--- src/rtl/cnn_pkg.sv ---
`default_nettype none

package cnn_pkg;

  // layer geometry
  localparam int IMG_DIM   = 6;
  localparam int K_DIM     = 3;
  localparam int OUT_DIM   = 4;  // IMG_DIM - K_DIM + 1
  localparam int POOL_DIM  = 2;
  localparam int N_CH      = 4;  // filters, one PE each

  // memory layout, four bytes per word, first byte on top
  localparam int IMG_WORDS = 9;
  localparam int W_WORDS   = 9;
  localparam int OUT_WORDS = 4;  // one word per channel
  localparam int ADDR_W    = 8;

  typedef logic [7:0]         byte_t;
  typedef logic signed [7:0]  wgt_t;
  typedef logic [31:0]        word_t;
  typedef logic signed [31:0] acc_t;

  typedef byte_t [K_DIM*K_DIM-1:0]     window_t;     // index ky*K_DIM + kx
  typedef wgt_t  [K_DIM*K_DIM-1:0]     kernel_t;
  typedef byte_t [IMG_DIM*IMG_DIM-1:0] img_cache_t;  // row-major pixels

  // [channel][pooled position]
  typedef byte_t [N_CH-1:0][POOL_DIM*POOL_DIM-1:0] pool_out_t;

endpackage

`default_nettype wire

--- src/rtl/max_pool.sv ---
`timescale 1ns/1ps
`default_nettype none

module max_pool import cnn_pkg::*; (
  input  wire                     clk,
  input  wire                     rst,
  input  wire byte_t [N_CH-1:0]   i_results,
  input  wire                     i_valid,
  output pool_out_t               o_pooled
);

  logic [1:0]       cnt;  // member within the 2x2 block
  logic [1:0]       blk;  // pooled position being built
  byte_t [N_CH-1:0] run_max;
  byte_t [N_CH-1:0] blk_max;

  always_comb begin
    for (int c = 0; c < N_CH; c++) begin
      if (cnt == 2'd0 || i_results[c] > run_max[c])
        blk_max[c] = i_results[c];
      else
        blk_max[c] = run_max[c];
    end
  end

  always_ff @(posedge clk or posedge rst) begin
    if (rst) begin
      cnt <= '0;
      blk <= '0;
    end else if (i_valid) begin
      cnt <= cnt + 1'b1;
      if (cnt == 2'd3) blk <= blk + 1'b1;  // wraps after the last block
    end
  end

  always_ff @(posedge clk) begin
    if (i_valid) begin
      run_max <= blk_max;
      if (cnt == 2'd3) begin
        for (int c = 0; c < N_CH; c++) begin
          o_pooled[c][blk] <= blk_max[c];
        end
      end
    end
  end

endmodule

`default_nettype wire

--- config.mk ---
export PLATFORM = sky130hd
export DESIGN_NAME = max_pool
export DESIGN_NICKNAME = d
export VERILOG_FILES = /design/src/rtl/cnn_pkg.sv /design/src/rtl/max_pool.sv
export SDC_FILE = /design/constraint.sdc
export NUM_CORES = 1
export LEC_CHECK = 0
export BUFFER_PORTS_ARGS = -buffer_cell sky130_fd_sc_hd__buf_4
export CORE_ASPECT_RATIO = 0.9
export CORE_MARGIN = 2
export CORE_UTILIZATION = 30
export DETAILED_ROUTE_END_ITERATION = 8
export PLACE_DENSITY = 0.48
export RECOVER_POWER = 25
export SETUP_SLACK_MARGIN = 0.05
export SYNTH_ARGS = -nofsm -noshare
export SYNTH_HDL_FRONTEND = slang
export SYNTH_SLANG_ARGS = --single-unit
--- constraint.sdc ---
create_clock -name clk -period 5.5 [get_ports clk]
set_input_delay 0.275 -clock clk [delete_from_list [all_inputs] [get_ports clk]]
set_output_delay 0.275 -clock clk [all_outputs]
set_load 0.02 [all_outputs]
==> run_results.csv <==
group,metric,value,unit
power_and_ir_drop,pwr_density_cell,447.5,nW/um2
timing,finalHoldViolCount,0,
outcome,status,"complete, but fails checks",
global_routing,use_met2,19.04,%
outcome,violations,"capacitance limit, slew limit",
clock_network,clock_tree.buffer_depth,2,
logic_synthesis,yosys.area.top_type,"edfxtp_1",
clock_network,clock_latency,410,ps
finish,fillCellCount,2027,
detailed_routing,postRouteAntennaNets,0,
place,hpwl,8548,um
critical_path,regToRegStartpoint,"run_max[19]",
finish,layout-drive-gt1-share,30.26,%
logic_synthesis,syn_inst,337,
finish,syn_to_final_growth,29.49,%
place,io_buffers,162,
floorplanning,die-width,157.1,um
timing,finalSetupViolCount,0,
global_routing,overflow,0,
logic_synthesis,synthDistinctLibCells,15,
floorplanning,io-pin-count,163,
global_routing,grt_pass1_vias,3567,
timing,max_slew_margin,-65.29,%
critical_path,r2r-end,"run_max[23]",
timing,post-route-period-util,59.35,%
clock_network,htree_levels,4,
timing,skew,6.410,ps
detailed_routing,vias,3477,
timing,timing.final.ws_setup,2235,ps
floorplanning,start_util,30.48,%
global_routing,grt_start_max_net_pins,41,
global_routing,grtUsageMet3,4.184,%
logic_synthesis,synth_top_area_share,75.89,%
clock_network,cts_root_buf,"clkbuf_16",
timing,tightest_slew,2479,ps
logic_synthesis,syn_nets,410,
floorplanning,core_area,20770,um2
critical_path,worstPathMaxFanout,40,
global_routing,grt_pass1_wl,20300,um
global_routing,use_met1,16.83,%
critical_path,cpMaxStageDelayCell,"clkbuf_1",
clock_network,path_clk_slew,70,ps
critical_path,required,5530,ps
min_path,min_to,"o_pooled[39]",
min_path,min_from,"i_results[15]",
critical_path,cp_cell_sequence,"clkbuf_1 -> and3_2",
clock_network,post_cts_resized,0,
clock_network,cts_sinks,164,
detailed_routing,firstDrtPassIters,4,
detailed_routing,vias_per_cell,4.251,
global_routing,grt_usage,12.46,%
min_path,whs_path_depth,2,
logic_synthesis,yosys_warnings,0,
min_path,hold_class,"in -> reg",
power_and_ir_drop,p_leak,3.064,nW
detailed_routing,routed_wl,13670,um
global_routing,grt.busiest_layer,"met2",
critical_path,crit_type,"in -> reg",
critical_path,cp.arrival,3290,ps
clock_network,numCtsBuffers,17,
critical_path,r2r_slack,3070,ps
clock_network,cts_tree,"built",
logic_synthesis,synth_area_leaders,"edfxtp_1, ha_1, mux2_2",
critical_path,cp_slowest_stage_delay,1720,ps
detailed_routing,dr.first_iter.drc_count,110,
floorplanning,die_h,141.8,um
critical_path,critPathLaunchType,"primary input",
timing,rsz0062_at_grt,"false",
place,post-place-ws,3033,ps
timing,fin_tns_setup,0,ps
power_and_ir_drop,ir_worst_vdd,191.1,uV
timing,fmax,0.3063,GHz
critical_path,reg2reg_depth,6,
critical_path,worst_setup_path_end_kind,"flip-flop",
flow_run,maxCapViolations,1,
logic_synthesis,postSynthAreaPerCell,18.79,um2
floorplanning,rows,50,
finish,nets,592,
logic_synthesis,ys_seq_elements,164,
global_routing,grt_antenna_before_repair,0,
critical_path,crit_buf_inv,1,
critical_path,critPathTopFamily,"buffers and inverters",
finish,antenna_cells,0,
logic_synthesis,yosysSeqAreaShare,77.47,%
timing,layout_min_cycle_time,3265,ps
place,place.gp.congestion,0.6803,
detailed_routing,drc,0,
timing,report.final.slew_viol_count,41,
floorplanning,die-area,22280,um2
logic_synthesis,synth_area,6331,um2
detailed_routing,wire_per_inst,16.71,um
==> cell families (layout without fill, tap and decap cells) <==
kind of cell	count (synthesis)	in the layout	share of synthesized area, %
AOI/OAI and AO/OA	33	33	4.190
xor gates and xnor gates	2	2	0.2767
adders and majority gates	38	38	7.510
buffers and inverters	41	236	2.431
DFF	164	164	77.47
muxes	33	33	5.870
and+or+nand+nor	26	26	2.253
==> report_power, final <==
part / internal, mW / total (mW) / leakage, nW / switching [mW]
clock: 0.649 / 1.14 / 0.270 / 0.487
sequential: 1.68 / 1.74 / 1.52 / 0.0599
combinational: 0.301 / 0.792 / 1.28 / 0.491
total: 2.63 / 3.67 / 3.06 / 1.04
==> layout by cell type (no fill, tap or decap) <==
cell type | synthesis | layout
nand4_2 | 4 | 4
dfrtp_1 | 4 | 4
edfxtp_1 | 160 | 160
clkbuf_4 | 0 | 1
and3_2 | 0 | 4
clkinv_4 | 0 | 2
clkbuf_1 | 0 | 78
clkinv_2 | 0 | 3
nand2_1 | 14 | 14
mux2_2 | 33 | 33
dlygate4sd3_1 | 0 | 1
nor2_1 | 4 | 4
bufinv_16 | 0 | 1
clkbuf_8 | 0 | 2
xnor2_1 | 1 | 1
o31a_1 | 4 | 4
clkinvlp_4 | 0 | 3
clkbuf_16 | 0 | 17
o21ai_0 | 9 | 9
inv_1 | 41 | 41
xor2_1 | 1 | 1
inv_6 | 0 | 2
a21oi_1 | 16 | 16
buf_4 | 0 | 85
ha_1 | 38 | 38
a311oi_4 | 4 | 4
==> per-stage QoR <==
stage          cell area [um2]  hold slack [ps]  total power [mW]  std cells  util [%]
2_1_floorplan             6331            41.08             2.310        337         -
3_3_place_gp              7910            171.6             2.586        785     38.08
3_5_place_dp              7910            182.3             2.602        785     38.08
4_1_cts                   8483            213.0             3.755        818     40.84
5_1_grt                   8198            222.9             3.858        818     39.47
6_report                  8198            237.7             3.668        818     39.47
==> flip-flops by register name, indices dropped and copies added, names as in the netlist <==
| signal | flops |
|---|---|
| o_pooled | 128 |
| run_max | 32 |
| blk | 2 |
| cnt | 2 |
==> final cells by class <==
cell class	count	area (um2)	area share [%]
clock buffers	21	460.4	5.617
repair buffers	163	940.9	11.48
multi-input cells	132	1277	15.58
clock inverters	11	102.6	1.252
flip-flops and latches	164	4905	59.83
inverters	41	153.9	1.877
well taps	286	357.8	4.365
==> worst max path at each step <==
stage	startpoint	to	slack (ps)	cells past startpoint
after floorplan	run_max[27]	o_pooled[100]	3320	6
after global placement	i_results[27]	o_pooled[105]	3040	6
after detailed placement	i_results[3]	o_pooled[16]	3030	6
after CTS	run_max[3]	run_max[0]	3040	6
after global routing	i_valid	o_pooled[89]	1900	2
final	i_valid	o_pooled[81]	2240	2
==> what timing repair did <==
item,CTS,global route
hold buffers,1,0
setup buffers,0,0
hold endpoints to repair,4,0
==> cell usage after synthesis <==
library cell	count
edfxtp_1	160
nor2_1	4
a21oi_1	16
xor2_1	1
inv_1	41
nand4_2	4
nand2_1	14
dfrtp_1	4
and3_1	4
mux2_2	33
o31a_1	4
ha_1	38
a311oi_4	4
xnor2_1	1
o21ai_0	9
==> per-layer routing <==
layer  wire length [um]  vias up
li1                   -     1641
met1               6454     1726
met2               6297      102
met3                774        8
met4                139        0
met5                  0        -
No activity file was read; power rests on OpenSTA's default activity.
