### config.mk
export PLATFORM = sky130hd
export DESIGN_NAME = tile_loader_flat
export DESIGN_NICKNAME = d
export VERILOG_FILES = /design/src/rtl/cnn_pkg.sv /design/src/rtl/mem_bus_if.sv /design/src/rtl/tile_loader.sv /design/src/flat_wrapper.sv
export SDC_FILE = /design/constraint.sdc
export NUM_CORES = 1
export LEC_CHECK = 0
export BUFFER_PORTS_ARGS = -buffer_cell sky130_fd_sc_hd__buf_2
export CORE_AREA = 2 2 255 257
export DETAILED_ROUTE_END_ITERATION = 12
export DIE_AREA = 0 0 257 259
export GPL_ROUTABILITY_DRIVEN = 0
export PLACE_DENSITY = 0.64
export SLEW_MARGIN = 40
export SYNTH_ARGS = -nofsm -noshare
export SYNTH_HDL_FRONTEND = slang
export SYNTH_SLANG_ARGS = --single-unit
### constraint.sdc
create_clock -name clk -period 4.6 [get_ports clk]
set_input_delay 0.46 -clock clk [delete_from_list [all_inputs] [get_ports clk]]
set_output_delay 0.46 -clock clk [all_outputs]
set_load 0.02 [all_outputs]
### src/rtl/cnn_pkg.sv
`default_nettype none

package cnn_pkg;

  // layer geometry
  localparam int IMG_DIM   = 6;
  localparam int K_DIM     = 3;
  localparam int OUT_DIM   = 4;  // IMG_DIM - K_DIM + 1
  localparam int POOL_DIM  = 2;
  localparam int N_CH      = 4;  // filters, one PE each

  // memory layout, four bytes per word, first byte on top
  localparam int IMG_WORDS = 9;
  localparam int W_WORDS   = 9;
  localparam int OUT_WORDS = 4;  // one word per channel
  localparam int ADDR_W    = 8;

  typedef logic [7:0]         byte_t;
  typedef logic signed [7:0]  wgt_t;
  typedef logic [31:0]        word_t;
  typedef logic signed [31:0] acc_t;

  typedef byte_t [K_DIM*K_DIM-1:0]     window_t;     // index ky*K_DIM + kx
  typedef wgt_t  [K_DIM*K_DIM-1:0]     kernel_t;
  typedef byte_t [IMG_DIM*IMG_DIM-1:0] img_cache_t;  // row-major pixels

  // [channel][pooled position]
  typedef byte_t [N_CH-1:0][POOL_DIM*POOL_DIM-1:0] pool_out_t;

endpackage

`default_nettype wire

### src/rtl/mem_bus_if.sv
`timescale 1ns/1ps
`default_nettype none

// one requester on the shared memory port
interface mem_bus_if import cnn_pkg::*; ();

  logic              req;
  logic              we;
  logic [ADDR_W-1:0] addr;
  word_t             wdata;
  logic              gnt;     // transfer when req && gnt
  logic              rvalid;  // one cycle after a granted read
  word_t             rdata;

  modport master (output req, we, addr, wdata, input gnt, rvalid, rdata);
  modport slave  (input req, we, addr, wdata, output gnt, rvalid, rdata);

endinterface

`default_nettype wire

### src/rtl/tile_loader.sv
`timescale 1ns/1ps
`default_nettype none

module tile_loader import cnn_pkg::*; #(
  parameter int IMG_BASE = 0,
  parameter int W_BASE   = 16
) (
  input  wire        clk,
  input  wire        rst,
  input  wire        i_load,
  output logic       o_loaded,
  mem_bus_if.master  bus,
  output img_cache_t o_img,
  output kernel_t    o_kernels [N_CH]
);

  localparam int N_WORDS = IMG_WORDS + W_WORDS;

  logic       req_on;
  logic [4:0] req_cnt;  // next word to request
  logic [4:0] rx_cnt;   // next word to arrive

  img_cache_t                       img_q;
  byte_t [N_CH*K_DIM*K_DIM-1:0]     wgt_q;  // filters back to back

  // read only
  assign bus.req   = req_on;
  assign bus.we    = 1'b0;
  assign bus.wdata = '0;
  assign bus.addr  = (req_cnt < IMG_WORDS) ? ADDR_W'(IMG_BASE + req_cnt)
                                           : ADDR_W'(W_BASE + req_cnt - IMG_WORDS);

  always_ff @(posedge clk or posedge rst) begin
    if (rst) begin
      req_on   <= 1'b0;
      req_cnt  <= '0;
      rx_cnt   <= '0;
      o_loaded <= 1'b0;
    end else begin
      o_loaded <= bus.rvalid && (rx_cnt == N_WORDS - 1);
      if (i_load) begin
        req_on  <= 1'b1;
        req_cnt <= '0;
        rx_cnt  <= '0;
      end else begin
        if (bus.gnt) begin
          req_cnt <= req_cnt + 1'b1;
          if (req_cnt == N_WORDS - 1) req_on <= 1'b0;  // last request taken
        end
        if (bus.rvalid) rx_cnt <= rx_cnt + 1'b1;
      end
    end
  end

  // unpack, first byte in the top bits
  always_ff @(posedge clk) begin
    if (bus.rvalid) begin
      for (int b = 0; b < 4; b++) begin
        if (rx_cnt < IMG_WORDS)
          img_q[rx_cnt*4 + b] <= bus.rdata[31-8*b -: 8];
        else
          wgt_q[(rx_cnt-IMG_WORDS)*4 + b] <= bus.rdata[31-8*b -: 8];
      end
    end
  end

  assign o_img = img_q;

  always_comb begin
    for (int c = 0; c < N_CH; c++) begin
      for (int k = 0; k < K_DIM*K_DIM; k++) begin
        o_kernels[c][k] = wgt_t'(wgt_q[c*K_DIM*K_DIM + k]);
      end
    end
  end

endmodule

`default_nettype wire

### src/flat_wrapper.sv
// flat-port wrapper written by rule: the top's interface ports become plain ports
module tile_loader_flat import cnn_pkg::*;
#(
  parameter int IMG_BASE = 0,
  parameter int W_BASE   = 16
)
  (clk, rst, i_load, o_loaded, o_img, o_kernels, bus_req, bus_we, bus_addr, bus_wdata, bus_gnt, bus_rvalid, bus_rdata);
  mem_bus_if bus_i ();
  input  wire clk;
  input  wire rst;
  input  wire i_load;
  output logic o_loaded;
  output img_cache_t o_img;
  output kernel_t o_kernels[N_CH];
  output wire logic [$bits(bus_i.req)-1:0] bus_req;
  output wire logic [$bits(bus_i.we)-1:0] bus_we;
  output wire logic [$bits(bus_i.addr)-1:0] bus_addr;
  output wire logic [$bits(bus_i.wdata)-1:0] bus_wdata;
  input wire logic [$bits(bus_i.gnt)-1:0] bus_gnt;
  input wire logic [$bits(bus_i.rvalid)-1:0] bus_rvalid;
  input wire logic [$bits(bus_i.rdata)-1:0] bus_rdata;
  assign bus_req = bus_i.req;
  assign bus_we = bus_i.we;
  assign bus_addr = bus_i.addr;
  assign bus_wdata = bus_i.wdata;
  assign bus_i.gnt = bus_gnt;
  assign bus_i.rvalid = bus_rvalid;
  assign bus_i.rdata = bus_rdata;
  tile_loader #(.IMG_BASE(IMG_BASE), .W_BASE(W_BASE)) u_core (.clk(clk), .rst(rst), .i_load(i_load), .o_loaded(o_loaded), .bus(bus_i), .o_img(o_img), .o_kernels(o_kernels));
endmodule
==> summary.txt <==
Yosys
  • Ys flop type: edfxtp_1
  • Compound-Gate Fraction of Synth Area: 1.19%
  • Async set-reset flop share out of synthesis: 2.04%
  • Post-synthesis sequential area ratio: around nine tenths
  • Mapped cell area: around 0.02 mm2
  • Synth top area share: 86.9%
  • Main combinational cell family by area after synthesis: simple AND/OR/NAND/NOR gates
  • Synth cell count leaders: edfxtp_1, nor2_1, and2_1
  • Count leader, synth: edfxtp_1
  • Adder-Cell Fraction of Synth Area: 0.503%
  • Largest area contributor in the netlist: edfxtp_1
  • Yosys reg bits: 588
  • Synth unique cells: 47
  • Syn Area/Cell: just over 20 um2
  • Gate count after technology mapping: 984
  • Area contributors post-synth: edfxtp_1, and2_1, nor2_1
  • Xor-xnor portion of the synthesized cell area: less than 1%
  • Post-synth EDFFs: 576
  • Synthesis Warnings: 0
  • Post-Synth Simple-Gate Area: 6.97%
  • Post-synthesis mux area share: 0.157%

Global route
  • Largest net degree at the start of global routing: 31
  • First-pass GRT wire length: between 80000 and 90000 um
  • Antenna violations before repair: 4
  • Vias in the first global route: 11228
  • Total Routing Usage GR: between 10% and 20%
  • Global route total overflow: 0

Final layout
  • Fin cells: between 2000 and 3000
  • Final Net Count: 1702
  • N_diodes: 0
  • Layout fillers: 5776
  • Final Instance Area: about 0.026 mm2
  • Layout area overhead: 31.3%
  • Layout cells sized above 1: 45.3%
  • Final core utilization: 40.9%

Die
  • Die ar.: 0.0666 mm2
  • Initial cell density of the core: 31.2%
  • Die Y: 259 um
  • # rows: 93
  • CORE AREA: 0.0639 mm2
  • Die width: 257 um
  • Boundary Pins: 656

Clock network
  • Clock latency on the worst-skew pair: 620 ps
  • Sink Count: 588
  • TritonCTS clock tree: yes
  • CTS Root Buffer Type: clkbuf_16
  • Total CTS buffers: 59
  • Post-CTS setup buffers: 0
  • Resize count post-CTS: 0
  • CTS H-tree depth: 2
  • Worst-path clk slew: 60 ps
  • CTS max path bufs: 3

Timing
  • Final Slew Violations: 0
  • RSZ-0062 raised after global routing: false
  • Final setup viols: 0
  • Period utilization: a little over two thirds
  • Crit path time final: 3230 ps
  • Final Hold Vio Count: 0
  • Setup tns final: 0 ps
  • Relative slew slack: 51.2%
  • Clock skew: 27.2 ps
  • WHS: 178 ps
  • Peak Freq: just over 0.3 GHz
  • Worst slew pin tran: 730 ps

Critical path
  • R2r endpoint: u_core.o_kernels[73]
  • Critical path's largest stage delay: 550 ps
  • CP Depth: 7
  • Register-to-register setup slack: 1370 ps
  • FF-to-FF path depth: 7
  • Worst path slowest cell: dfrtp_1
  • CP top delay family: simple AND/OR/NAND/NOR gates
  • Critical Path Start Type: flip-flop
  • Data required time of the worst path: 4870 ps
  • Worst R2R Start: u_core.rx_cnt[0]
  • Crit path arrival time: 3500 ps
  • Crit. End Element: flip-flop
  • Crit-path max FO: 15
  • Crit path kind: reg -> reg
  • CP cell instances: inv_1 -> ha_1 -> o21bai_4 -> a32oi_4 -> nand4_2 -> nor2_4 -> buf_4
  • Crit path buf inv count: 2

Placement
  • Area post-placement: between 0.02 and 0.025 mm2
  • DP Wirelength: between 40000 and 50000 um
  • IO Port Bufs: a little over 600
  • Placed Cells incl. Taps: 2449

Worst hold path
  • HP Class: in -> reg
  • Hold Crit Start: i_load
  • WHS Path Cells: 2
  • Worst Hold End: u_core.rx_cnt[4]

Drt
  • Routed via count: 11632
  • WL final: 65300 um
  • Routed WL per cell: roughly 26 um
  • Post-route ant nets: 0
  • Detailed router's first-iteration violation count: 1009
  • Pre-antenna DRT Iters: 6
  • DRC: 0
  • Vias/cell: between 4 and 5

Flow run
  • Maxcap violations: 0

Power
  • VDD IR max: slightly below 300 uV
  • PD cells: 423 mW/mm2
  • P_leak: 9.52 nW

Outcome
  • Status: complete, no violations
## final cells by class
| type | count | area, um2 | area share, % |
|---|---|---|---|
| Clock buffer | 70 | 1520 | 5.81 |
| Clock inverter | 37 | 362 | 1.38 |
| Inverter | 7 | 26.3 | 0.101 |
| Multi-Input combinational cell | 355 | 2120 | 8.12 |
| Sequential cell | 588 | 17600 | 67.3 |
| Tap cell | 855 | 1070 | 4.09 |
| Timing Repair Buffer | 646 | 3440 | 13.2 |
## how the worst max path moves through the flow
stage	to	from	slack, ps
2_1_floorplan	u_core.o_img[256]	u_core.rx_cnt[0]	640
3_3_place_gp	u_core.o_img[39]	u_core.rx_cnt[0]	1380
3_5_place_dp	u_core.o_kernels[73]	u_core.rx_cnt[0]	1400
4_1_cts	u_core.o_kernels[73]	u_core.rx_cnt[0]	1340
5_1_grt	u_core.o_kernels[73]	u_core.rx_cnt[0]	1190
6_report	u_core.o_kernels[73]	u_core.rx_cnt[0]	1370
## worst register-to-register path: cells and delay by family, from the launching register on
kind	cells	cell delay [ps]
AND/OR/NAND/NOR	2	830
AO/OA/AOI/OAI	2	570
flip-flops	1	550
buffers and inverters	2	550
adder cells (fa/ha/maj)	1	390
## registers in the layout (all words and copies together) (netlist names)
name / cells
u_core.o_img: 288
u_core.bus.req: 1
u_core.o_loaded: 1
u_core.rx_cnt: 5
u_core.req_cnt: 5
u_core.o_kernels: 288
## placed cells by master (no fill, tap or decap), types with 2 or more instances in the layout
cell and instances:
nor3_1 5, o21a_1 3, buf_8 8, nor3_2 9
buf_4 13, nor2b_1 11, clkinv_2 12, buf_16 4
conb_1 35, and3_1 5, and3_4 3, xnor2_1 3
a21oi_2 2, and2_1 72, nand2b_1 4, edfxtp_1 576
buf_2 620, nor2_1 93, o21ai_0 10, mux2i_1 2
dfrtp_1 12, ha_1 8, clkbuf_16 59, nor2_4 11
inv_6 4, inv_1 6, a21oi_1 4, nand2_1 38
nand4_1 11, clkinvlp_4 2, clkinv_4 2, clkinv_1 10
xor2_1 4, bufinv_16 5, clkbuf_1 11
## metrics by stage
step | total power, mW | worst slack (ps)
after CTS | 11.1 | 1340
after floorplan | 6.32 | 637
after global placement | 6.49 | 1380
after global routing | 11.4 | 1190
final | 11.1 | 1370
after detailed placement | 6.51 | 1400
## layer usage
layer	part of all wire, %	global-route usage, %	vias to the layer above	routed length (um)
met5	0	0	-	0
met2	52	33.3	640	33600
li1	-	-	4937	-
met4	2.7	5.54	0	1780
met1	39	22.9	5948	25200
met3	7.2	4.08	107	4680
## timing repair
action,4_1_cts,5_1_grt
endpoints found under the hold margin,12,0
endpoints found under the setup margin,0,0
hold buffers,1,0
## report_power, final
part	internal, mW	leakage [nW]	total [mW]	switching (mW)
registers	5.93	5.26	5.96	0.0264
clock network	2.65	0.918	4.67	2.02
logic	0.0942	3.34	0.434	0.340
## kinds of logic (layout without fill, tap and decap cells)
family,count (synthesis),in the layout
flops,588,588
simple gates,274,274
buf+inv,75,760
compound gates,27,27
fa+ha+maj,8,8
xor+xnor,8,8
mux,3,3
other cells,1,35
Note: power is estimated with default switching activity, not from simulation.
