<file path="config.mk">
export PLATFORM = sky130hd
export DESIGN_NAME = mem_arbiter_flat
export DESIGN_NICKNAME = d
export VERILOG_FILES = /design/src/rtl/cnn_pkg.sv /design/src/rtl/mem_bus_if.sv /design/src/rtl/mem_arbiter.sv /design/src/flat_wrapper.sv
export SDC_FILE = /design/constraint.sdc
export NUM_CORES = 1
export LEC_CHECK = 0
export BUFFER_PORTS_ARGS = -buffer_cell sky130_fd_sc_hd__buf_2
export CAP_MARGIN = 10
export CORE_AREA = 2 2 89 91
export DETAILED_ROUTE_END_ITERATION = 8
export DIE_AREA = 0 0 91 93
export MAX_ROUTING_LAYER = met4
export SYNTH_ARGS = -nofsm -noshare
export SYNTH_HDL_FRONTEND = slang
export SYNTH_SLANG_ARGS = --single-unit
</file>
<file path="constraint.sdc">
create_clock -name clk -period 2.2 [get_ports clk]
set_clock_uncertainty 0.1 [all_clocks]
set_input_delay 0.11 -clock clk [delete_from_list [all_inputs] [get_ports clk]]
set_output_delay 0.11 -clock clk [all_outputs]
set_load 0.01 [all_outputs]
</file>
<file path="src/rtl/cnn_pkg.sv">
`default_nettype none

package cnn_pkg;

  // layer geometry
  localparam int IMG_DIM   = 6;
  localparam int K_DIM     = 3;
  localparam int OUT_DIM   = 4;  // IMG_DIM - K_DIM + 1
  localparam int POOL_DIM  = 2;
  localparam int N_CH      = 4;  // filters, one PE each

  // memory layout, four bytes per word, first byte on top
  localparam int IMG_WORDS = 9;
  localparam int W_WORDS   = 9;
  localparam int OUT_WORDS = 4;  // one word per channel
  localparam int ADDR_W    = 8;

  typedef logic [7:0]         byte_t;
  typedef logic signed [7:0]  wgt_t;
  typedef logic [31:0]        word_t;
  typedef logic signed [31:0] acc_t;

  typedef byte_t [K_DIM*K_DIM-1:0]     window_t;     // index ky*K_DIM + kx
  typedef wgt_t  [K_DIM*K_DIM-1:0]     kernel_t;
  typedef byte_t [IMG_DIM*IMG_DIM-1:0] img_cache_t;  // row-major pixels

  // [channel][pooled position]
  typedef byte_t [N_CH-1:0][POOL_DIM*POOL_DIM-1:0] pool_out_t;

endpackage

`default_nettype wire

</file>
<file path="src/rtl/mem_bus_if.sv">
`timescale 1ns/1ps
`default_nettype none

// one requester on the shared memory port
interface mem_bus_if import cnn_pkg::*; ();

  logic              req;
  logic              we;
  logic [ADDR_W-1:0] addr;
  word_t             wdata;
  logic              gnt;     // transfer when req && gnt
  logic              rvalid;  // one cycle after a granted read
  word_t             rdata;

  modport master (output req, we, addr, wdata, input gnt, rvalid, rdata);
  modport slave  (input req, we, addr, wdata, output gnt, rvalid, rdata);

endinterface

`default_nettype wire

</file>
<file path="src/rtl/mem_arbiter.sv">
`timescale 1ns/1ps
`default_nettype none

module mem_arbiter import cnn_pkg::*; (
  input  wire               clk,
  input  wire               rst,
  mem_bus_if.slave          m_load,
  mem_bus_if.slave          m_write,
  output logic              o_mem_en,
  output logic              o_mem_we,
  output logic [ADDR_W-1:0] o_mem_addr,
  output word_t             o_mem_wdata,
  input  wire word_t        i_mem_rdata
);

  logic rd_load_q, rd_write_q;  // who owns the data coming back

  // writer wins
  assign m_write.gnt = m_write.req;
  assign m_load.gnt  = m_load.req & ~m_write.req;

  assign o_mem_en    = m_load.req | m_write.req;
  assign o_mem_we    = m_write.gnt ? m_write.we    : m_load.we;
  assign o_mem_addr  = m_write.gnt ? m_write.addr  : m_load.addr;
  assign o_mem_wdata = m_write.gnt ? m_write.wdata : m_load.wdata;

  always_ff @(posedge clk or posedge rst) begin
    if (rst) begin
      rd_load_q  <= 1'b0;
      rd_write_q <= 1'b0;
    end else begin
      rd_load_q  <= m_load.gnt & ~m_load.we;
      rd_write_q <= m_write.gnt & ~m_write.we;
    end
  end

  assign m_load.rvalid  = rd_load_q;
  assign m_load.rdata   = rd_load_q ? i_mem_rdata : '0;
  assign m_write.rvalid = rd_write_q;
  assign m_write.rdata  = rd_write_q ? i_mem_rdata : '0;

  // loader and writer phases of the layer never overlap, so grants never collide
  a_no_overlap: assert property (@(posedge clk) disable iff (rst)
    !(m_load.req && m_write.req));

  // only the loader reads, so rvalid never reaches the writer
  a_write_only: assert property (@(posedge clk) disable iff (rst)
    m_write.req |-> m_write.we);

endmodule

`default_nettype wire

</file>
<file path="src/flat_wrapper.sv">
// flat-port wrapper written by rule: the top's interface ports become plain ports
module mem_arbiter_flat import cnn_pkg::*;
  (clk, rst, o_mem_en, o_mem_we, o_mem_addr, o_mem_wdata, i_mem_rdata, m_load_req, m_load_we, m_load_addr, m_load_wdata, m_load_gnt, m_load_rvalid, m_load_rdata, m_write_req, m_write_we, m_write_addr, m_write_wdata, m_write_gnt, m_write_rvalid, m_write_rdata);
  mem_bus_if m_load_i ();
  mem_bus_if m_write_i ();
  input  wire clk;
  input  wire rst;
  output logic o_mem_en;
  output logic o_mem_we;
  output logic [ADDR_W-1:0] o_mem_addr;
  output word_t o_mem_wdata;
  input  wire word_t i_mem_rdata;
  input wire logic [$bits(m_load_i.req)-1:0] m_load_req;
  input wire logic [$bits(m_load_i.we)-1:0] m_load_we;
  input wire logic [$bits(m_load_i.addr)-1:0] m_load_addr;
  input wire logic [$bits(m_load_i.wdata)-1:0] m_load_wdata;
  output wire logic [$bits(m_load_i.gnt)-1:0] m_load_gnt;
  output wire logic [$bits(m_load_i.rvalid)-1:0] m_load_rvalid;
  output wire logic [$bits(m_load_i.rdata)-1:0] m_load_rdata;
  input wire logic [$bits(m_write_i.req)-1:0] m_write_req;
  input wire logic [$bits(m_write_i.we)-1:0] m_write_we;
  input wire logic [$bits(m_write_i.addr)-1:0] m_write_addr;
  input wire logic [$bits(m_write_i.wdata)-1:0] m_write_wdata;
  output wire logic [$bits(m_write_i.gnt)-1:0] m_write_gnt;
  output wire logic [$bits(m_write_i.rvalid)-1:0] m_write_rvalid;
  output wire logic [$bits(m_write_i.rdata)-1:0] m_write_rdata;
  assign m_load_i.req = m_load_req;
  assign m_load_i.we = m_load_we;
  assign m_load_i.addr = m_load_addr;
  assign m_load_i.wdata = m_load_wdata;
  assign m_load_gnt = m_load_i.gnt;
  assign m_load_rvalid = m_load_i.rvalid;
  assign m_load_rdata = m_load_i.rdata;
  assign m_write_i.req = m_write_req;
  assign m_write_i.we = m_write_we;
  assign m_write_i.addr = m_write_addr;
  assign m_write_i.wdata = m_write_wdata;
  assign m_write_gnt = m_write_i.gnt;
  assign m_write_rvalid = m_write_i.rvalid;
  assign m_write_rdata = m_write_i.rdata;
  mem_arbiter u_core (.clk(clk), .rst(rst), .m_load(m_load_i), .m_write(m_write_i), .o_mem_en(o_mem_en), .o_mem_we(o_mem_we), .o_mem_addr(o_mem_addr), .o_mem_wdata(o_mem_wdata), .i_mem_rdata(i_mem_rdata));
endmodule
</file>
==> metrics.md, run 1 <==
| Metric | Value |
|---|---|
| Buffers & Inverters on Critical Path | 1 |
| Worst path slowest cell | dfrtp_1 |
| Commonest non-fill, non-tap cell in the layout | buf_2 |
| Pin count of the biggest net entering global routing | 34 |
| Outcome | complete, no violations |
| First-pass detailed-route iteration total | 4 |
| Syn_nets | about 240 |
| # setup viols final | 0 |
| Post-cts gate resize count | 0 |
| Startpoint types | flip-flop |
| Final hold violations | 0 |
| Gpl congestion | approximately 0.72 |
| Initial Util | ~16% |
| Rows | 32 |
| Max-Cap Viols | 0 |
| Port Buffers | about 230 |
| Gr usage total | slightly above 10% |
| Final antenna-violating net count | 0 |
| Final Instance Area | between 2000 and 2500 µm² |
| Routed WL per cell | ~11 µm |
| Die area | between 8000 and 9000 µm² |
| Sequential fraction of the synthesis area | under 10% |
| Final core utilization | 32.3% |
| Most frequent cells in the layout | 227 x buf_2, 64 x and2_1, 36 x mux2_4 |
| Worst EP arrival | around 1400 ps |
| Crit path max fanout | 33 |
| First-pass GRT wire length | slightly above 7 mm |
| Top cell family by delay on the critical path | flip-flops |
| Area grow syn2layout | 104% |
| Clock root cell | clkbuf_8 |
| Hold_sp | m_load_req |
| Crit share post-route | 72.0% |
| CP startpoint | u_core.m_load.rvalid |
| Die X | between 90 and 100 µm |
| Mapped Area | 1190 µm² |
| Maximum vdd drop | between 200 and 250 µV |
| Leakage power | approximately 1.6 nW |
| CP Class | flip-flop to output port |
| Slew Limit Headroom | about half |
| Data required, critical path | around 2000 ps |
| H-Tree Depth | 1 |
| Global route overflow | 0 |
| # DRC | 0 |
| Synth cell types | 12 |
| Unrepaired setup endpoints after global routing | no |
| CTS buffer count | 3 |
| Final Max Slew Viols | 0 |
| Vias in the first global route | 1,579 |
| Fin Setup TNS | 0 ps |
| Seq. cell area | 50.0 µm² |
| Nature of the critical path endpoint | output port |
| DPL Wire Length | roughly 4.3 mm |
| Nets | 466 |
| Vias per inst | between 3 and 4 |
| CP Cell Sequence | and2_1, buf_2 |
| Fillers | between 800 and 900 |
| Synth Register Bits | 2 |
| Via count | roughly 1.7k |
| Core area | between 7000 and 8000 µm² |
| Synth Instances | about 120 |
| Max Fclk | around 630 MHz |
| Syn. warnings | 0 |
| Antenna cells | 0 |
| Power Density | 251 nW/µm² |
| Clock tree buffer depth | 2 |
| Tmin final | between 1500 and 2000 ps |
| Clock sink total | 2 |
| Layout cell share with drive strength beyond 1 | 78.9% |
| # IOs | approximately 230 |
| Initial DRC Count | 18 |
| Peak per-stage delay on the critical path | ~790 ps |
| Die H | slightly above 90 µm |
| CTS tree | done |
| Multi-input logic area | 1020 µm² |
| Placed standard-cell area | 2360 µm² |
| Clk slew on worst S/H paths | around 30 ps |
| Finished Layout Cells | 448 |
| Syn Area/Cell | 9.60 µm² |
| Worst-margin pin slew | 729 ps |
| Placed cells | roughly 440 |
| Initial antenna violation count | 0 |
| Drt total wl | 4.93 mm |
| Tot Pwr | 0.000609 W |
| Hold Crit Class | input port to flip-flop |
## layout make-up
type / instances / area share, %
timing repair buffer: 231 / 48.8
multi-input combinational: 109 / 42.1
clock buffer: 3 / 1.70
inverter: 1 / 0.154
tap: 102 / 5.25
sequential: 2 / 2.06
## cells in the mapped netlist, drive strengths merged
master   n  area (µm²)
nor3b    1        7.51
or2      1        6.26
inv      1        3.75
nor2b    2        12.5
dfrtp    2        50.1
mux2    41         597
clkbuf   6        22.5
buf      6        90.1
and2    64         400
## cells by family after synthesis
| group | Yosys count | share of synthesized area, % |
|---|---|---|
| mux | 41 | 50.2 |
| flops | 2 | 4.21 |
| buf+inv | 13 | 9.78 |
| simple gates | 68 | 35.9 |
## per-stage QoR
stage / hold WS (ps) / worst slack (ps)
floorplan: -249 / 1170
finish: 88.8 / 616
global placement: -127 / 759
CTS: 89.4 / 576
global route: 96.6 / 453
detailed placement: -132 / 739
## per-layer routing
metal  up-vias  wire (µm)  GRT usage (%)
li1        847          -              -
met1       747       1780           11.5
met2       122       2580           19.0
met3         2        542           2.26
met4         0         31           2.78
met5         -          0              -
## path summary, 6_finish.rpt
| path | to | slack, ps | cells after the start |
|---|---|---|---|
| max in group asynchronous | u_core.m_load.rvalid | 1680 | 3 |
| setup / recovery | m_load_rdata[22] | 620 | 2 |
| hold / removal | u_core.m_load.rvalid | 90 | 2 |
| min in group asynchronous | u_core.m_write.rvalid | 210 | 3 |
## power by group
group          leakage [nW]  internal [W]  switching [W]
sequential           0.0263     0.0000386      0.0000109
clock                0.0216      0.000115      0.0000267
combinational          1.52      0.000249       0.000168
## sequential cells by signal, summed over array words and instances, names as in the netlist
signal / cells
u_core.m_write.rvalid: 1
u_core.m_load.rvalid: 1
## timing repair
action                                  4_1_cts  5_1_grt
buffers inserted                              0        0
hold buffers                                  3        0
hold endpoints to repair                      4        0
endpoints found under the setup margin        0        0
Note: power is estimated with default switching activity, not from simulation.
==> run 2, diff against run 1 <==
CORE_AREA = 2 2 88 90   (was 2 2 89 91)
DIE_AREA = 0 0 90 92   (was 0 0 91 93)
clock period = 1.3 ns   (was 2.2 ns; I/O delays follow)
==> metrics.md, run 2 (synthesized netlist as in run 1, its figures left out) <==
| Metric | Value |
|---|---|
| Hold Crit Class | input port to flip-flop (unchanged) |
| Global route overflow | 0 (unchanged) |
| Vias in the first global route | 1,471 (was 1,579) |
| Via count | 1,711 (was 1,718) |
| Final core utilization | 34.3% (was 32.3%) |
| H-Tree Depth | 1 (unchanged) |
| Hold slack | 37.4 ps (was 88.8 ps) |
| Finished Layout Cells | 451 (was 448) |
| Port Buffers | 227 (unchanged) |
| Area grow syn2layout | 115% (was 104%) |
| Crit path max fanout | 16 (was 33) |
| Initial Util | 16.0% (was 15.8%) |
| CP Cell Sequence | buf_8, and2_1, buf_2 (was and2_1, buf_2) |
| DPL Wire Length | 4.01 mm (was 4.33 mm) |
| Max-Cap Viols | 0 (unchanged) |
| Gpl congestion | 0.697 (was 0.717) |
| Antenna cells | 0 (unchanged) |
| Tmin final | 1310 ps |
| CP Class | flip-flop to output port (unchanged) |
| Top cell family by delay on the critical path | flip-flops (unchanged) |
| Clock sink total | 2 (unchanged) |
| Met2 WL | 2.57 mm (was 2.58 mm) |
| Clk slew on worst S/H paths | 30 ps (about the same) |
| Initial DRC Count | 21 (was 18) |
| # DRC | 0 (unchanged) |
| Outcome | finished, violations left (was complete, no violations) |
| First-pass detailed-route iteration total | 4 (unchanged) |
| Failing checks | negative setup slack |
| # IOs | 228 (unchanged) |
| Multi-input logic area | 1040 µm² (was 1020 µm²) |
| Initial antenna violation count | 0 (unchanged) |
| Worst EP arrival | 1140 ps (was 1370 ps) |
| Die area | 8280 µm² (was 8460 µm²) |
| Vias per inst | 3.79 (was 3.83) |
| Nature of the critical path endpoint | output port (unchanged) |
| Fillers | 783 (was 837) |
| End point of the critical path | m_load_rdata[15] (was m_load_rdata[22]) |
| Max Used Layer | met3 (was met4) |
| Power Density | 416 nW/µm² (was 251 nW/µm²) |
| Startpoint types | flip-flop (unchanged) |
| Routed WL per cell | 10.6 µm (was 11.0 µm) |
| Data required, critical path | 1130 ps (was 1990 ps) |
| Gr usage total | 9.44% (was 10.4%) |
| Final Max Slew Viols | 0 (unchanged) |
| Final hold violations | 0 (unchanged) |
| Leakage power | 1.61 nW (was 1.56 nW) |
| Metal-1 WL | 1.68 mm (was 1.78 mm) |
| Fin Setup TNS | -29.7 ps (was 0 ps) |
| Drt total wl | 4.76 mm (was 4.93 mm) |
| Die H | 92 µm (was 93 µm) |
| Slew Limit Headroom | 83.7% (was 51.4%) |
| CP startpoint | u_core.m_load.rvalid (unchanged) |
| Commonest non-fill, non-tap cell in the layout | buf_2 (unchanged) |
| Clock root cell | clkbuf_8 (unchanged) |
| Core area | 7450 µm² (was 7530 µm²) |
| Worst-margin pin slew | 245 ps (was 729 ps) |
| # setup viols final | 8 (was 0) |
| Unrepaired setup endpoints after global routing | yes (was no) |
| Placed cells | 443 (was 442) |
| Layout cell share with drive strength beyond 1 | 81.4% (was 78.9%) |
| Most frequent cells in the layout | 220 x buf_2, 58 x and2_1, 37 x mux2_4 (was 227 x buf_2, 64 x and2_1, 36 x mux2_4) |
| Instance count on the critical path | 3 (was 2) |
| Clock tree buffer depth | 2 (unchanged) |
| Crit share post-route | 100% |
| Max Fclk | between 700 and 800 MHz |
| Buffers & Inverters on Critical Path | 2 (was 1) |
| Tot Pwr | 0.00106 W (was 0.000609 W) |
| Pin count of the biggest net entering global routing | 34 (unchanged) |
| Setup ws final | -6.06 ps (was 616 ps) |
| Seq. cell area | 57.6 µm² (was 50.0 µm²) |
| Worst path slowest cell | dfrtp_4 (was dfrtp_1) |
| Maximum vdd drop | 413 µV (was 230 µV) |
| Peak per-stage delay on the critical path | 490 ps (was 790 ps) |
| First-pass GRT wire length | 6.58 mm (was 7.22 mm) |
| Final antenna-violating net count | 0 (unchanged) |
| Rows | 32 (unchanged) |
| Nets | 469 (was 466) |
| CTS buffer count | 3 (unchanged) |
| Die X | 90 µm (was 91 µm) |
| CTS tree | done (unchanged) |
| Met3 routed WL | 516 µm (was 542 µm) |
[run 2: cell count changes in the layout (fill, tap and decap cells not counted), sizes merged]
cell	previous run	this run
buf	228	231
[run 2: layout make-up]
type	instances	share of cell area [%]
repair buffers	234	50.2
multi-input cells	109	40.8
well taps	102	4.99
flip-flops and latches	2	2.25
clock buffers	3	1.61
inverters	1	0.147
[run 2: timing repair]
| action | in CTS | in global routing |
|---|---|---|
| buffers inserted | 0 | 2 |
| resized for setup | 4 | 15 |
| cloned | 0 | 0 |
| endpoints found under the setup margin | 66 | 56 |
| pin swaps | 10 | 4 |
| hold buffers | 3 | 0 |
| endpoints found under the hold margin | 4 | 0 |
[run 2: worst min-delay path by stage]
stage / start / to / slack [ps] / depth (start not counted)
final: m_load_req / u_core.m_load.rvalid / 40 / 2
after global routing: m_load_req / u_core.m_load.rvalid / 50 / 2
after CTS: m_load_req / u_core.m_load.rvalid / 30 / 2
after detailed placement: rst / u_core.m_load.rvalid / -180 / 2
after global placement: rst / u_core.m_load.rvalid / -180 / 2
after floorplan: rst / u_core.m_load.rvalid / -290 / 1
[run 2: layer usage]
layer	global-route usage (%)	vias up
li1	-	853
met1	10.0	731
met2	18.1	127
met3	2.79	0
met4	0.513	0
met5	-	-
[run 2: power by group]
group          internal (W)  switching [W]
sequential        0.0000675      0.0000121
combinational      0.000448       0.000296
clock              0.000195      0.0000451
total              0.000711       0.000353
[run 2: through the flow]
| stage | cell area (µm²) | setup slack, ps |
|---|---|---|
| after global routing | 2560 | -33.1 |
| after floorplan | 1190 | 315 |
| after detailed placement | 2380 | -78.8 |
| after global placement | 2380 | 14.5 |
| final | 2560 | -6.06 |
| after CTS | 2460 | -12.2 |
