File: src/rtl/cnn_pkg.sv
`default_nettype none

package cnn_pkg;

  // layer geometry
  localparam int IMG_DIM   = 6;
  localparam int K_DIM     = 3;
  localparam int OUT_DIM   = 4;  // IMG_DIM - K_DIM + 1
  localparam int POOL_DIM  = 2;
  localparam int N_CH      = 4;  // filters, one PE each

  // memory layout, four bytes per word, first byte on top
  localparam int IMG_WORDS = 9;
  localparam int W_WORDS   = 9;
  localparam int OUT_WORDS = 4;  // one word per channel
  localparam int ADDR_W    = 8;

  typedef logic [7:0]         byte_t;
  typedef logic signed [7:0]  wgt_t;
  typedef logic [31:0]        word_t;
  typedef logic signed [31:0] acc_t;

  typedef byte_t [K_DIM*K_DIM-1:0]     window_t;     // index ky*K_DIM + kx
  typedef wgt_t  [K_DIM*K_DIM-1:0]     kernel_t;
  typedef byte_t [IMG_DIM*IMG_DIM-1:0] img_cache_t;  // row-major pixels

  // [channel][pooled position]
  typedef byte_t [N_CH-1:0][POOL_DIM*POOL_DIM-1:0] pool_out_t;

endpackage

`default_nettype wire

File: src/rtl/conv_pe.sv
`timescale 1ns/1ps
`default_nettype none

module conv_pe import cnn_pkg::*; #(
  parameter int QUANT_SHIFT = 4
) (
  input  wire          clk,
  input  wire          rst,
  input  wire window_t i_window,
  input  wire kernel_t i_kernel,
  input  wire          i_valid,
  output byte_t        o_result,
  output logic         o_valid
);

  acc_t  sum;
  acc_t  shifted;
  byte_t quant;

  always_comb begin
    sum = '0;
    for (int k = 0; k < K_DIM*K_DIM; k++) begin
      sum = sum + $signed({1'b0, i_window[k]}) * $signed(i_kernel[k]);  // pixel is unsigned
    end
    shifted = sum >>> QUANT_SHIFT;
    if (sum < 0)
      quant = 8'd0;                  // relu
    else if (shifted > 255)
      quant = 8'd255;                // saturate
    else
      quant = shifted[7:0];
  end

  always_ff @(posedge clk) begin
    if (i_valid) o_result <= quant;
  end

  always_ff @(posedge clk or posedge rst) begin
    if (rst) o_valid <= 1'b0;
    else     o_valid <= i_valid;
  end

endmodule

`default_nettype wire

File: config.mk
export PLATFORM = sky130hd
export DESIGN_NAME = conv_pe
export DESIGN_NICKNAME = d
export VERILOG_FILES = /design/src/rtl/cnn_pkg.sv /design/src/rtl/conv_pe.sv
export SDC_FILE = /design/constraint.sdc
export NUM_CORES = 1
export LEC_CHECK = 0
export ABC_AREA = 1
export BUFFER_PORTS_ARGS = -buffer_cell sky130_fd_sc_hd__buf_4
export CAP_MARGIN = 20
export CORE_ASPECT_RATIO = 1.2
export CORE_UTILIZATION = 55
export DETAILED_ROUTE_END_ITERATION = 10
export HOLD_SLACK_MARGIN = 0.1
export PLACE_DENSITY = 0.74
export SYNTH_ARGS = -nofsm -noshare
export SYNTH_HDL_FRONTEND = slang
export SYNTH_SLANG_ARGS = --single-unit
File: constraint.sdc
create_clock -name clk -period 0.8 [get_ports clk]
set_clock_uncertainty 0.15 [all_clocks]
set_input_delay 0.16 -clock clk [delete_from_list [all_inputs] [get_ports clk]]
set_output_delay 0.16 -clock clk [all_outputs]
set_load 0.005 [all_outputs]
==> results of run 1 <==
cell families after synthesis:
family,share of synthesized area
buffers and inverters,0.202
xor gates and xnor gates,0.00484
adders and majority gates,0.643
DFF,0.0112
AOI/OAI and AO/OA,0.00573
and+or+nand+nor,0.133
through the flow:
| step | instance area (um2) | setup TNS (ns) | util | cells | hold slack, ns |
|---|---|---|---|---|---|
| 2_1_floorplan | 24100 | -52.60 | - | 2970 | -0.261 |
| 3_3_place_gp | 27200 | -58.02 | 0.636 | 3791 | -0.147 |
| 3_5_place_dp | 27200 | -58.83 | 0.636 | 3791 | -0.141 |
| 4_1_cts | 27500 | -57.97 | 0.644 | 3802 | -0.0204 |
| 5_1_grt | 27700 | -60.43 | 0.649 | 3805 | -0.0204 |
| 6_report | 27700 | -57.80 | 0.649 | 3805 | -0.0222 |
critical path: cells and delay by family:
family,cells,cell delay (ns)
adder cells (fa/ha/maj),11,5.09
buffers and inverters,10,0.86
AND/OR/NAND/NOR,13,1.52
registers in the layout, indices dropped and copies added, names as in the netlist:
signal,count
o_result,8
o_valid,1
per-layer routing:
layer	part of all wire	vias up	wire length [um]	GRT usage
li1	-	8569	-	-
met5	0	-	0	0
met3	0.035	141	2260	0.0119
met4	0.054	0	3460	0.134
met2	0.53	506	34100	0.576
met1	0.38	9084	24700	0.375
path summary, 6_finish.rpt:
| path | startpoint | to | slack [ns] | cells after the start |
|---|---|---|---|---|
| setup / recovery | i_kernel[39] | o_result[0] | -6.97 | 34 |
| hold / removal | i_valid | o_valid | -0.02 | 1 |
| max in group asynchronous | rst | o_valid | 0.24 | 3 |
| min in group asynchronous | rst | o_valid | 0.18 | 3 |
area by class of cell:
class | instances | area (um2)
well taps | 552 | 691
repair buffers | 414 | 3270
fillers | 3639 | 15000
inverters | 1145 | 4330
clock buffers | 4 | 78.8
flip-flops and latches | 9 | 265
multi-input cells | 1681 | 19100
timing repair:
| action | 4_1_cts | 5_1_grt |
|---|---|---|
| gates resized for setup | 72 | 79 |
| endpoints found under the hold margin | 10 | 9 |
| pin swaps | 60 | 83 |
| buffers inserted | 6 | 3 |
| setup endpoints to repair | 17 | 17 |
cell usage after synthesis (5+ instances only):
cell type / instances / area (um2)
fa_1: 577 / 11600
nor2_1: 74 / 278
nand3_1: 19 / 95.1
inv_1: 1128 / 4230
clkbuf_1: 135 / 507
a21oi_1: 15 / 75.1
inv_2: 11 / 41.3
ha_1: 299 / 3740
nand4_1: 5 / 31.3
or2_2: 20 / 125
nand2_2: 13 / 81.3
nand2_1: 616 / 2310
clkinv_1: 6 / 22.5
edfxtp_1: 8 / 240
xnor2_1: 8 / 70.1
==> impl_metrics.toml, run 1 <==
[run_status]
status = "complete, but fails checks"
violations = "hold timing, setup timing"

[timing]
finalCritPeriodShare = 9.72
finalMaxSlewViolations = 0
tightestPinTransition_ns = 0.437
setup_ws_ns = -6.97
clock.fmax_mhz = 129
timing.hold.ws_ns = -0.0222
hold_viol = 1
period_needed_ns = 7.77
rsz0062_at_grt = "true"
setup_viol = 17
slew_headroom = 0.708

[clock_network]
cts_sinks = 9
hold_buffers = 1
numCtsBuffers = 3
root_buffer = "clkbuf_16"
clockBufferDepth = 2
cts_tree = "yes"
clkTransAtPathRegs_ns = 0.04
cts_max_level = 1

[layout]
final_cell_mix = "1088 x inv_1, 584 x nand2_1, 563 x fa_1, 382 x buf_4, 290 x ha_1"
layout.nets = 4277
drive_gt1_frac = 0.184
synthToLayoutAreaGrowth_pct = 16.5
mostFrequentLayoutCell = "inv_1"
diodes = 0

[logic_synthesis]
synth_edf_count = 8
synth-seq-cells = 9
ys.flop_type = "edfxtp_1"
syn_avg_cell_area_um2 = 8.01
ys_seq_area_frac = 0.0112
synth_area_mm2 = 0.0238
yosysWarningCount = 0
syn-num-nets = 3993
synth_cells = 2970
synth_cell_types = 34
synth-async-reset-ratio = 0.111

[route]
viasPerCell = 4.81
drt_wl_total_um = 64600
drt-initial-drc-count = 800
route.detailed.drc = 0
firstDrtPassIters = 5
vias = 18300
wl_per_cell_um = 17.0
ant_nets = 0

[global_routing]
grt_max_degree = 10
grt_usage = 0.312
grt_pass1_wl_um = 105000
overflow = 0
antenna_found_initial = 0
grt_pass1_vias = 20600

[floorplanning]
fp.dieH_um = 230
pin_count = 156
num_rows = 83
dieArea_mm2 = 0.0441
start_util = 0.557
dieWidth_um = 192
coreArea_mm2 = 0.0427

[setup_path]
cp_slowest_cell = "fa_1"
arrival_ns = 7.61
worstSetupEndpointType = "flop"
start_kind = "input port"
worstSetupPathType = "in -> reg"
crit_top_cell = "fa_1"
cp.required_ns = 0.64
slowest_delay_ns = 0.60
path_max_fanout = 8

[placed_design]
place_ws_ns = -7.36
routabilityCongestion = 0.956
dp_hpwl_um = 60800
port_buffers = 155

[run]
cap_violations = 0

[worst_hold_path]
hold_class = "in -> reg"
Power of run 1 is left out: the tool's default activity adds up to more than one toggle a clock period on the data nets, which glitch-free logic cannot reach.
==> inputs of run 2 (changes only) <==
--- a/config.mk
+++ b/config.mk
@@ -5,14 +5,14 @@
 export SDC_FILE = /design/constraint.sdc
 export NUM_CORES = 1
 export LEC_CHECK = 0
-export ABC_AREA = 1
 export BUFFER_PORTS_ARGS = -buffer_cell sky130_fd_sc_hd__buf_4
-export CAP_MARGIN = 20
+export CAP_MARGIN = 0
 export CORE_ASPECT_RATIO = 1.2
 export CORE_UTILIZATION = 55
 export DETAILED_ROUTE_END_ITERATION = 10
 export HOLD_SLACK_MARGIN = 0.1
-export PLACE_DENSITY = 0.74
+export PLACE_DENSITY = 0.75
+export RECOVER_POWER = 25
 export SYNTH_ARGS = -nofsm -noshare
 export SYNTH_HDL_FRONTEND = slang
 export SYNTH_SLANG_ARGS = --single-unit
==> run 2 against run 1 <==
The run ends with setup timing left; first-iteration DRC count down 6.5%; final cell count down 12%; fmax down 3.5%; utilization up 2.6 points; non-clock buffer count up 28; routed wire length down 6.9%.
==> impl_metrics.toml, run 2 <==
[setup_path]
crit_start = "i_window[44]"
arrival_ns = 7.87
path_buf_inv = 7
start_kind = "input port"
cp.required_ns = 0.61
path_max_fanout = 8
cp_slowest_cell = "fa_1"
crit_top_cell = "fa_1"
worstSetupPathType = "in -> reg"
slowest_delay_ns = 0.56
worstSetupEndpointType = "flop"
cp_top_family = "adder cells"
worst-path-stages = 26
critPathCapture = "o_result[0]"

[floorplanning]
start_util = 0.563
dieArea_mm2 = 0.0419
fp.dieH_um = 224
pin_count = 156
coreArea_mm2 = 0.0401
num_rows = 80
dieWidth_um = 187

[timing]
finalMaxSlewViolations = 0
setup_viol = 17
finalCritPeriodShare = 10.1
slew_headroom = 0.688
rsz0062_at_grt = "true"
fin_setup_tns_ns = -60.21
clock.fmax_mhz = 124
period_needed_ns = 8.05
tightestPinTransition_ns = 0.464
setup_ws_ns = -7.25
hold_viol = 0

[clock_network]
cts_tree = "yes"
clockBufferDepth = 2
cts_max_level = 1
cts_sinks = 9
numCtsBuffers = 3
hold_buffers = 1
clkTransAtPathRegs_ns = 0.04
root_buffer = "clkbuf_16"

[worst_hold_path]
hp-start = "i_valid"
hold_class = "in -> reg"

[logic_synthesis]
synthTopCellsByCount = "740 x inv_1, 577 x fa_1, 341 x and2_1"
synth-seq-cells = 9
synth_area_mm2 = 0.0226
synth_cell_types = 63
ys_seq_area_frac = 0.0117
yosysMostFrequentCell = "inv_1"
synth-async-reset-ratio = 0.111
syn-num-nets = 3383
synth_cells = 2360
syn_avg_cell_area_um2 = 9.57
yosys.area.top_type = "fa_1"
ys.flop_type = "edfxtp_1"
yosysWarningCount = 0
synth_top_cells_by_area = "fa_1 51%, ha_1 17%, inv_1 12%"
synth_top_cell_area_share = 0.511
synth_edf_count = 8

[route]
drt_wl_total_um = 60200
wl_per_cell_um = 18.1
drt-initial-drc-count = 748
route.detailed.drc = 0
ant_nets = 0
viasPerCell = 5.02
firstDrtPassIters = 5
vias = 16700

[layout]
drive_gt1_frac = 0.192
top_regs = "o_result (8), o_valid (1)"
final_area_mm2 = 0.0271
synthToLayoutAreaGrowth_pct = 19.9
final_cells = 3332
mostFrequentLayoutCell = "inv_1"
diodes = 0
regArea_um2 = 265
multi_input_area_mm2 = 0.0198
final_cell_mix = "724 x inv_1, 559 x fa_1, 413 x buf_4, 327 x and2_1, 293 x ha_1"
largest_reg_flops = 8
largest-register = "o_result"
layout.nets = 3823
nFillCells = 3177

[placed_design]
port_buffers = 155
dp_hpwl_um = 56400
place_inst = 3324
post_dp_cell_area_mm2 = 0.0266
routabilityCongestion = 1.03

[run_status]
status = "complete, but fails checks"
violations = "setup timing"

[global_routing]
antenna_found_initial = 0
grt_usage = 0.300
use_met1 = 0.355
grt-busiest-layer = "met2"
grt_max_degree = 10
grt_util_met2 = 0.579
grt_use_met3 = 0.0136
grt_pass1_wl_um = 97100
grt_pass1_vias = 19100
overflow = 0

[run]
cap_violations = 0
run 2: metrics by stage:
step | hold WS, ns | util | setup slack, ns
2_1_floorplan | -0.261 | - | -7.07
3_3_place_gp | -0.147 | 0.662 | -7.47
3_5_place_dp | -0.134 | 0.662 | -7.63
4_1_cts | -0.0219 | 0.669 | -7.30
5_1_grt | 0.133 | 0.675 | -7.48
6_report | 0.122 | 0.675 | -7.25
run 2: cell families (layout without fill, tap and decap cells):
logic type                 count (synthesis)  count (layout)  synth area share
buffers and inverters                    748            1187             0.126
AOI/OAI and AO/OA                         80              80            0.0279
adders and majority gates                876             876             0.677
DFF                                        9               9            0.0117
muxes                                      2               2          0.000886
xor gates and xnor gates                  15              15           0.00615
and+or+nand+nor                          630             630             0.151
run 2: area by class of cell:
| class | instances | area share |
|---|---|---|
| Multi-Input combinational cell | 1603 | 0.732 |
| Timing Repair Buffer | 442 | 0.128 |
| Inverter | 741 | 0.103 |
| Tap cell | 533 | 0.0246 |
| Sequential cell | 9 | 0.00980 |
| Clock buffer | 4 | 0.00291 |
run 2: worst min path at each step:
stage / to / slack [ns] / depth (start not counted)
4_1_cts: o_valid / -0.02 / 1
5_1_grt: o_valid / 0.13 / 1
3_3_place_gp: o_valid / -0.15 / 2
3_5_place_dp: o_valid / -0.13 / 2
2_1_floorplan: o_valid / -0.26 / 1
6_report: o_valid / 0.12 / 1
run 2: metal layers:
layer | vias to the layer above | share of wire
li1 | 7698 | -
met1 | 8512 | 0.38
met2 | 387 | 0.55
met3 | 114 | 0.029
met4 | 0 | 0.043
met5 | - | 0
run 2: repair_timing:
action / in CTS / in global routing
pin swaps: 36 / 39
endpoints found under the hold margin: 10 / 9
setup buffers: 0 / 3
gates resized for setup: 52 / 55
setup endpoints to repair: 17 / 17
Power of run 2 is left out for the same reason.
==> inputs of run 3 (changes only) <==
--- a/config.mk
+++ b/config.mk
@@ -9,7 +9,9 @@
 export CAP_MARGIN = 0
 export CORE_ASPECT_RATIO = 1.2
 export CORE_UTILIZATION = 55
+export CTS_BUF_LIST = sky130_fd_sc_hd__clkbuf_8
 export DETAILED_ROUTE_END_ITERATION = 10
+export GPL_TIMING_DRIVEN = 0
 export HOLD_SLACK_MARGIN = 0.1
 export PLACE_DENSITY = 0.75
 export RECOVER_POWER = 25
==> run 3 against run 2 <==
The run still ends with setup timing left; routed wire length is 6.7% lower; flip-flop and latch count stayed put; setup slack worse by 0.17 ns; critical path depth is 2 higher; non-clock buffer count is 265 lower; utilization is 5.6 points lower; die area stayed put.
==> impl_metrics.toml, run 3 (synthesis results as in run 2) <==
[global_routing]
grt_usage = 0.285
grt_max_degree = 14
overflow = 0
grt_pass1_wl_um = 92500
grt_pass1_vias = 18000
antenna_found_initial = 0

[placed_design]
dp_hpwl_um = 51100
routabilityCongestion = 0.956
port_buffers = 154

[run]
cap_violations = 0

[setup_path]
cp.required_ns = 0.61
worstSetupPathType = "in -> reg"
cp_slowest_cell = "fa_1"
cp_top_family = "adder cells"
slowest_delay_ns = 0.61
worstSetupEndpointType = "flop"
worst-path-stages = 28
start_kind = "input port"
path_buf_inv = 9
crit_top_cell = "fa_1"
path_max_fanout = 8
arrival_ns = 8.03

[layout]
regArea_um2 = 265
mostFrequentLayoutCell = "inv_1"
final_util = 0.619
largest-register = "o_result"
final_cell_mix = "733 x inv_1, 574 x fa_1, 339 x and2_1, 293 x ha_1, 173 x nand2_1"
multi_input_area_mm2 = 0.0197
nFillCells = 3338
drive_gt1_frac = 0.0896
synthToLayoutAreaGrowth_pct = 9.93
top_regs = "o_result (8), o_valid (1)"
diodes = 0
largest_reg_flops = 8
layout.nets = 3558

[route]
wl_met1_um = 21600
drt-initial-drc-count = 785
topRoutingLayerUsed = "met4"
route.detailed.drc = 0
wl_per_cell_um = 18.3
ant_nets = 0
wl_met3_um = 1840
vias = 15900
drt_wl_total_um = 56200
wl_met2_um = 29700
firstDrtPassIters = 5
viasPerCell = 5.20

[timing]
slew_headroom = 0.588
setup_viol = 17
finalCritPeriodShare = 10.3
hold_viol = 0
rsz0062_at_grt = "true"
setup_ws_ns = -7.42
finalMaxSlewViolations = 0
clock.fmax_mhz = 122
timing.hold.ws_ns = 0.0936
period_needed_ns = 8.22
tightestPinTransition_ns = 0.613

[clock_network]
hold_buffers = 1
cts_sinks = 9
clockBufferDepth = 2
cts_max_level = 1
root_buffer = "clkbuf_8"
clkTransAtPathRegs_ns = 0.04
cts_tree = "yes"
numCtsBuffers = 3

[floorplanning]
num_rows = 80
dieArea_mm2 = 0.0419
pin_count = 156
coreArea_mm2 = 0.0401
start_util = 0.563
fp.dieH_um = 224
dieWidth_um = 187

[worst_hold_path]
holdPathStages = 1
hp-start = "i_valid"
hold_class = "in -> reg"
min_to = "o_valid"

[run_status]
status = "complete, but fails checks"
violations = "setup timing"
==> run 3: metrics by stage <==
step / setup TNS [ns] / instances / worst slack, ns / area (um2)
2_1_floorplan: -56.58 / 2360 / -7.07 / 22700
3_3_place_gp: -63.26 / 3047 / -7.93 / 24500
4_1_cts: -61.19 / 3064 / -7.39 / 24700
3_5_place_dp: -63.81 / 3047 / -7.99 / 24500
6_report: -61.47 / 3067 / -7.42 / 24800
5_1_grt: -62.73 / 3067 / -7.54 / 24800
==> run 3: area by class of cell <==
class                   count  share of cell area
multi-input cells        1603               0.792
clock inverters             1            0.000151
plain buffers               7             0.00272
clock buffers               3             0.00166
flip-flops and latches      9              0.0107
well taps                 533              0.0268
inverters                 741               0.113
repair buffers            170              0.0533
==> run 3: worst max path at each step <==
stage | slack (ns) | end | startpoint
after global placement | -7.93 | o_result[7] | i_kernel[47]
after global routing | -7.54 | o_result[1] | i_kernel[47]
final | -7.42 | o_result[7] | i_kernel[47]
after CTS | -7.39 | o_result[7] | i_kernel[47]
after detailed placement | -7.99 | o_result[7] | i_kernel[47]
after floorplan | -7.07 | o_result[1] | i_kernel[60]
==> run 3: routing by layer <==
layer  GRT usage  vias to the layer above
li1            -                     7165
met1       0.344                     8212
met2       0.533                      458
met3     0.00830                      114
met4       0.124                        0
met5           0                        -
==> run 3: repair_timing <==
action / in CTS / in global routing
endpoints found under the hold margin: 10 / 9
buffers inserted: 12 / 3
resized for setup: 29 / 19
endpoints found under the setup margin: 17 / 17
pin swaps: 12 / 7
Power of run 3 is left out for the same reason.
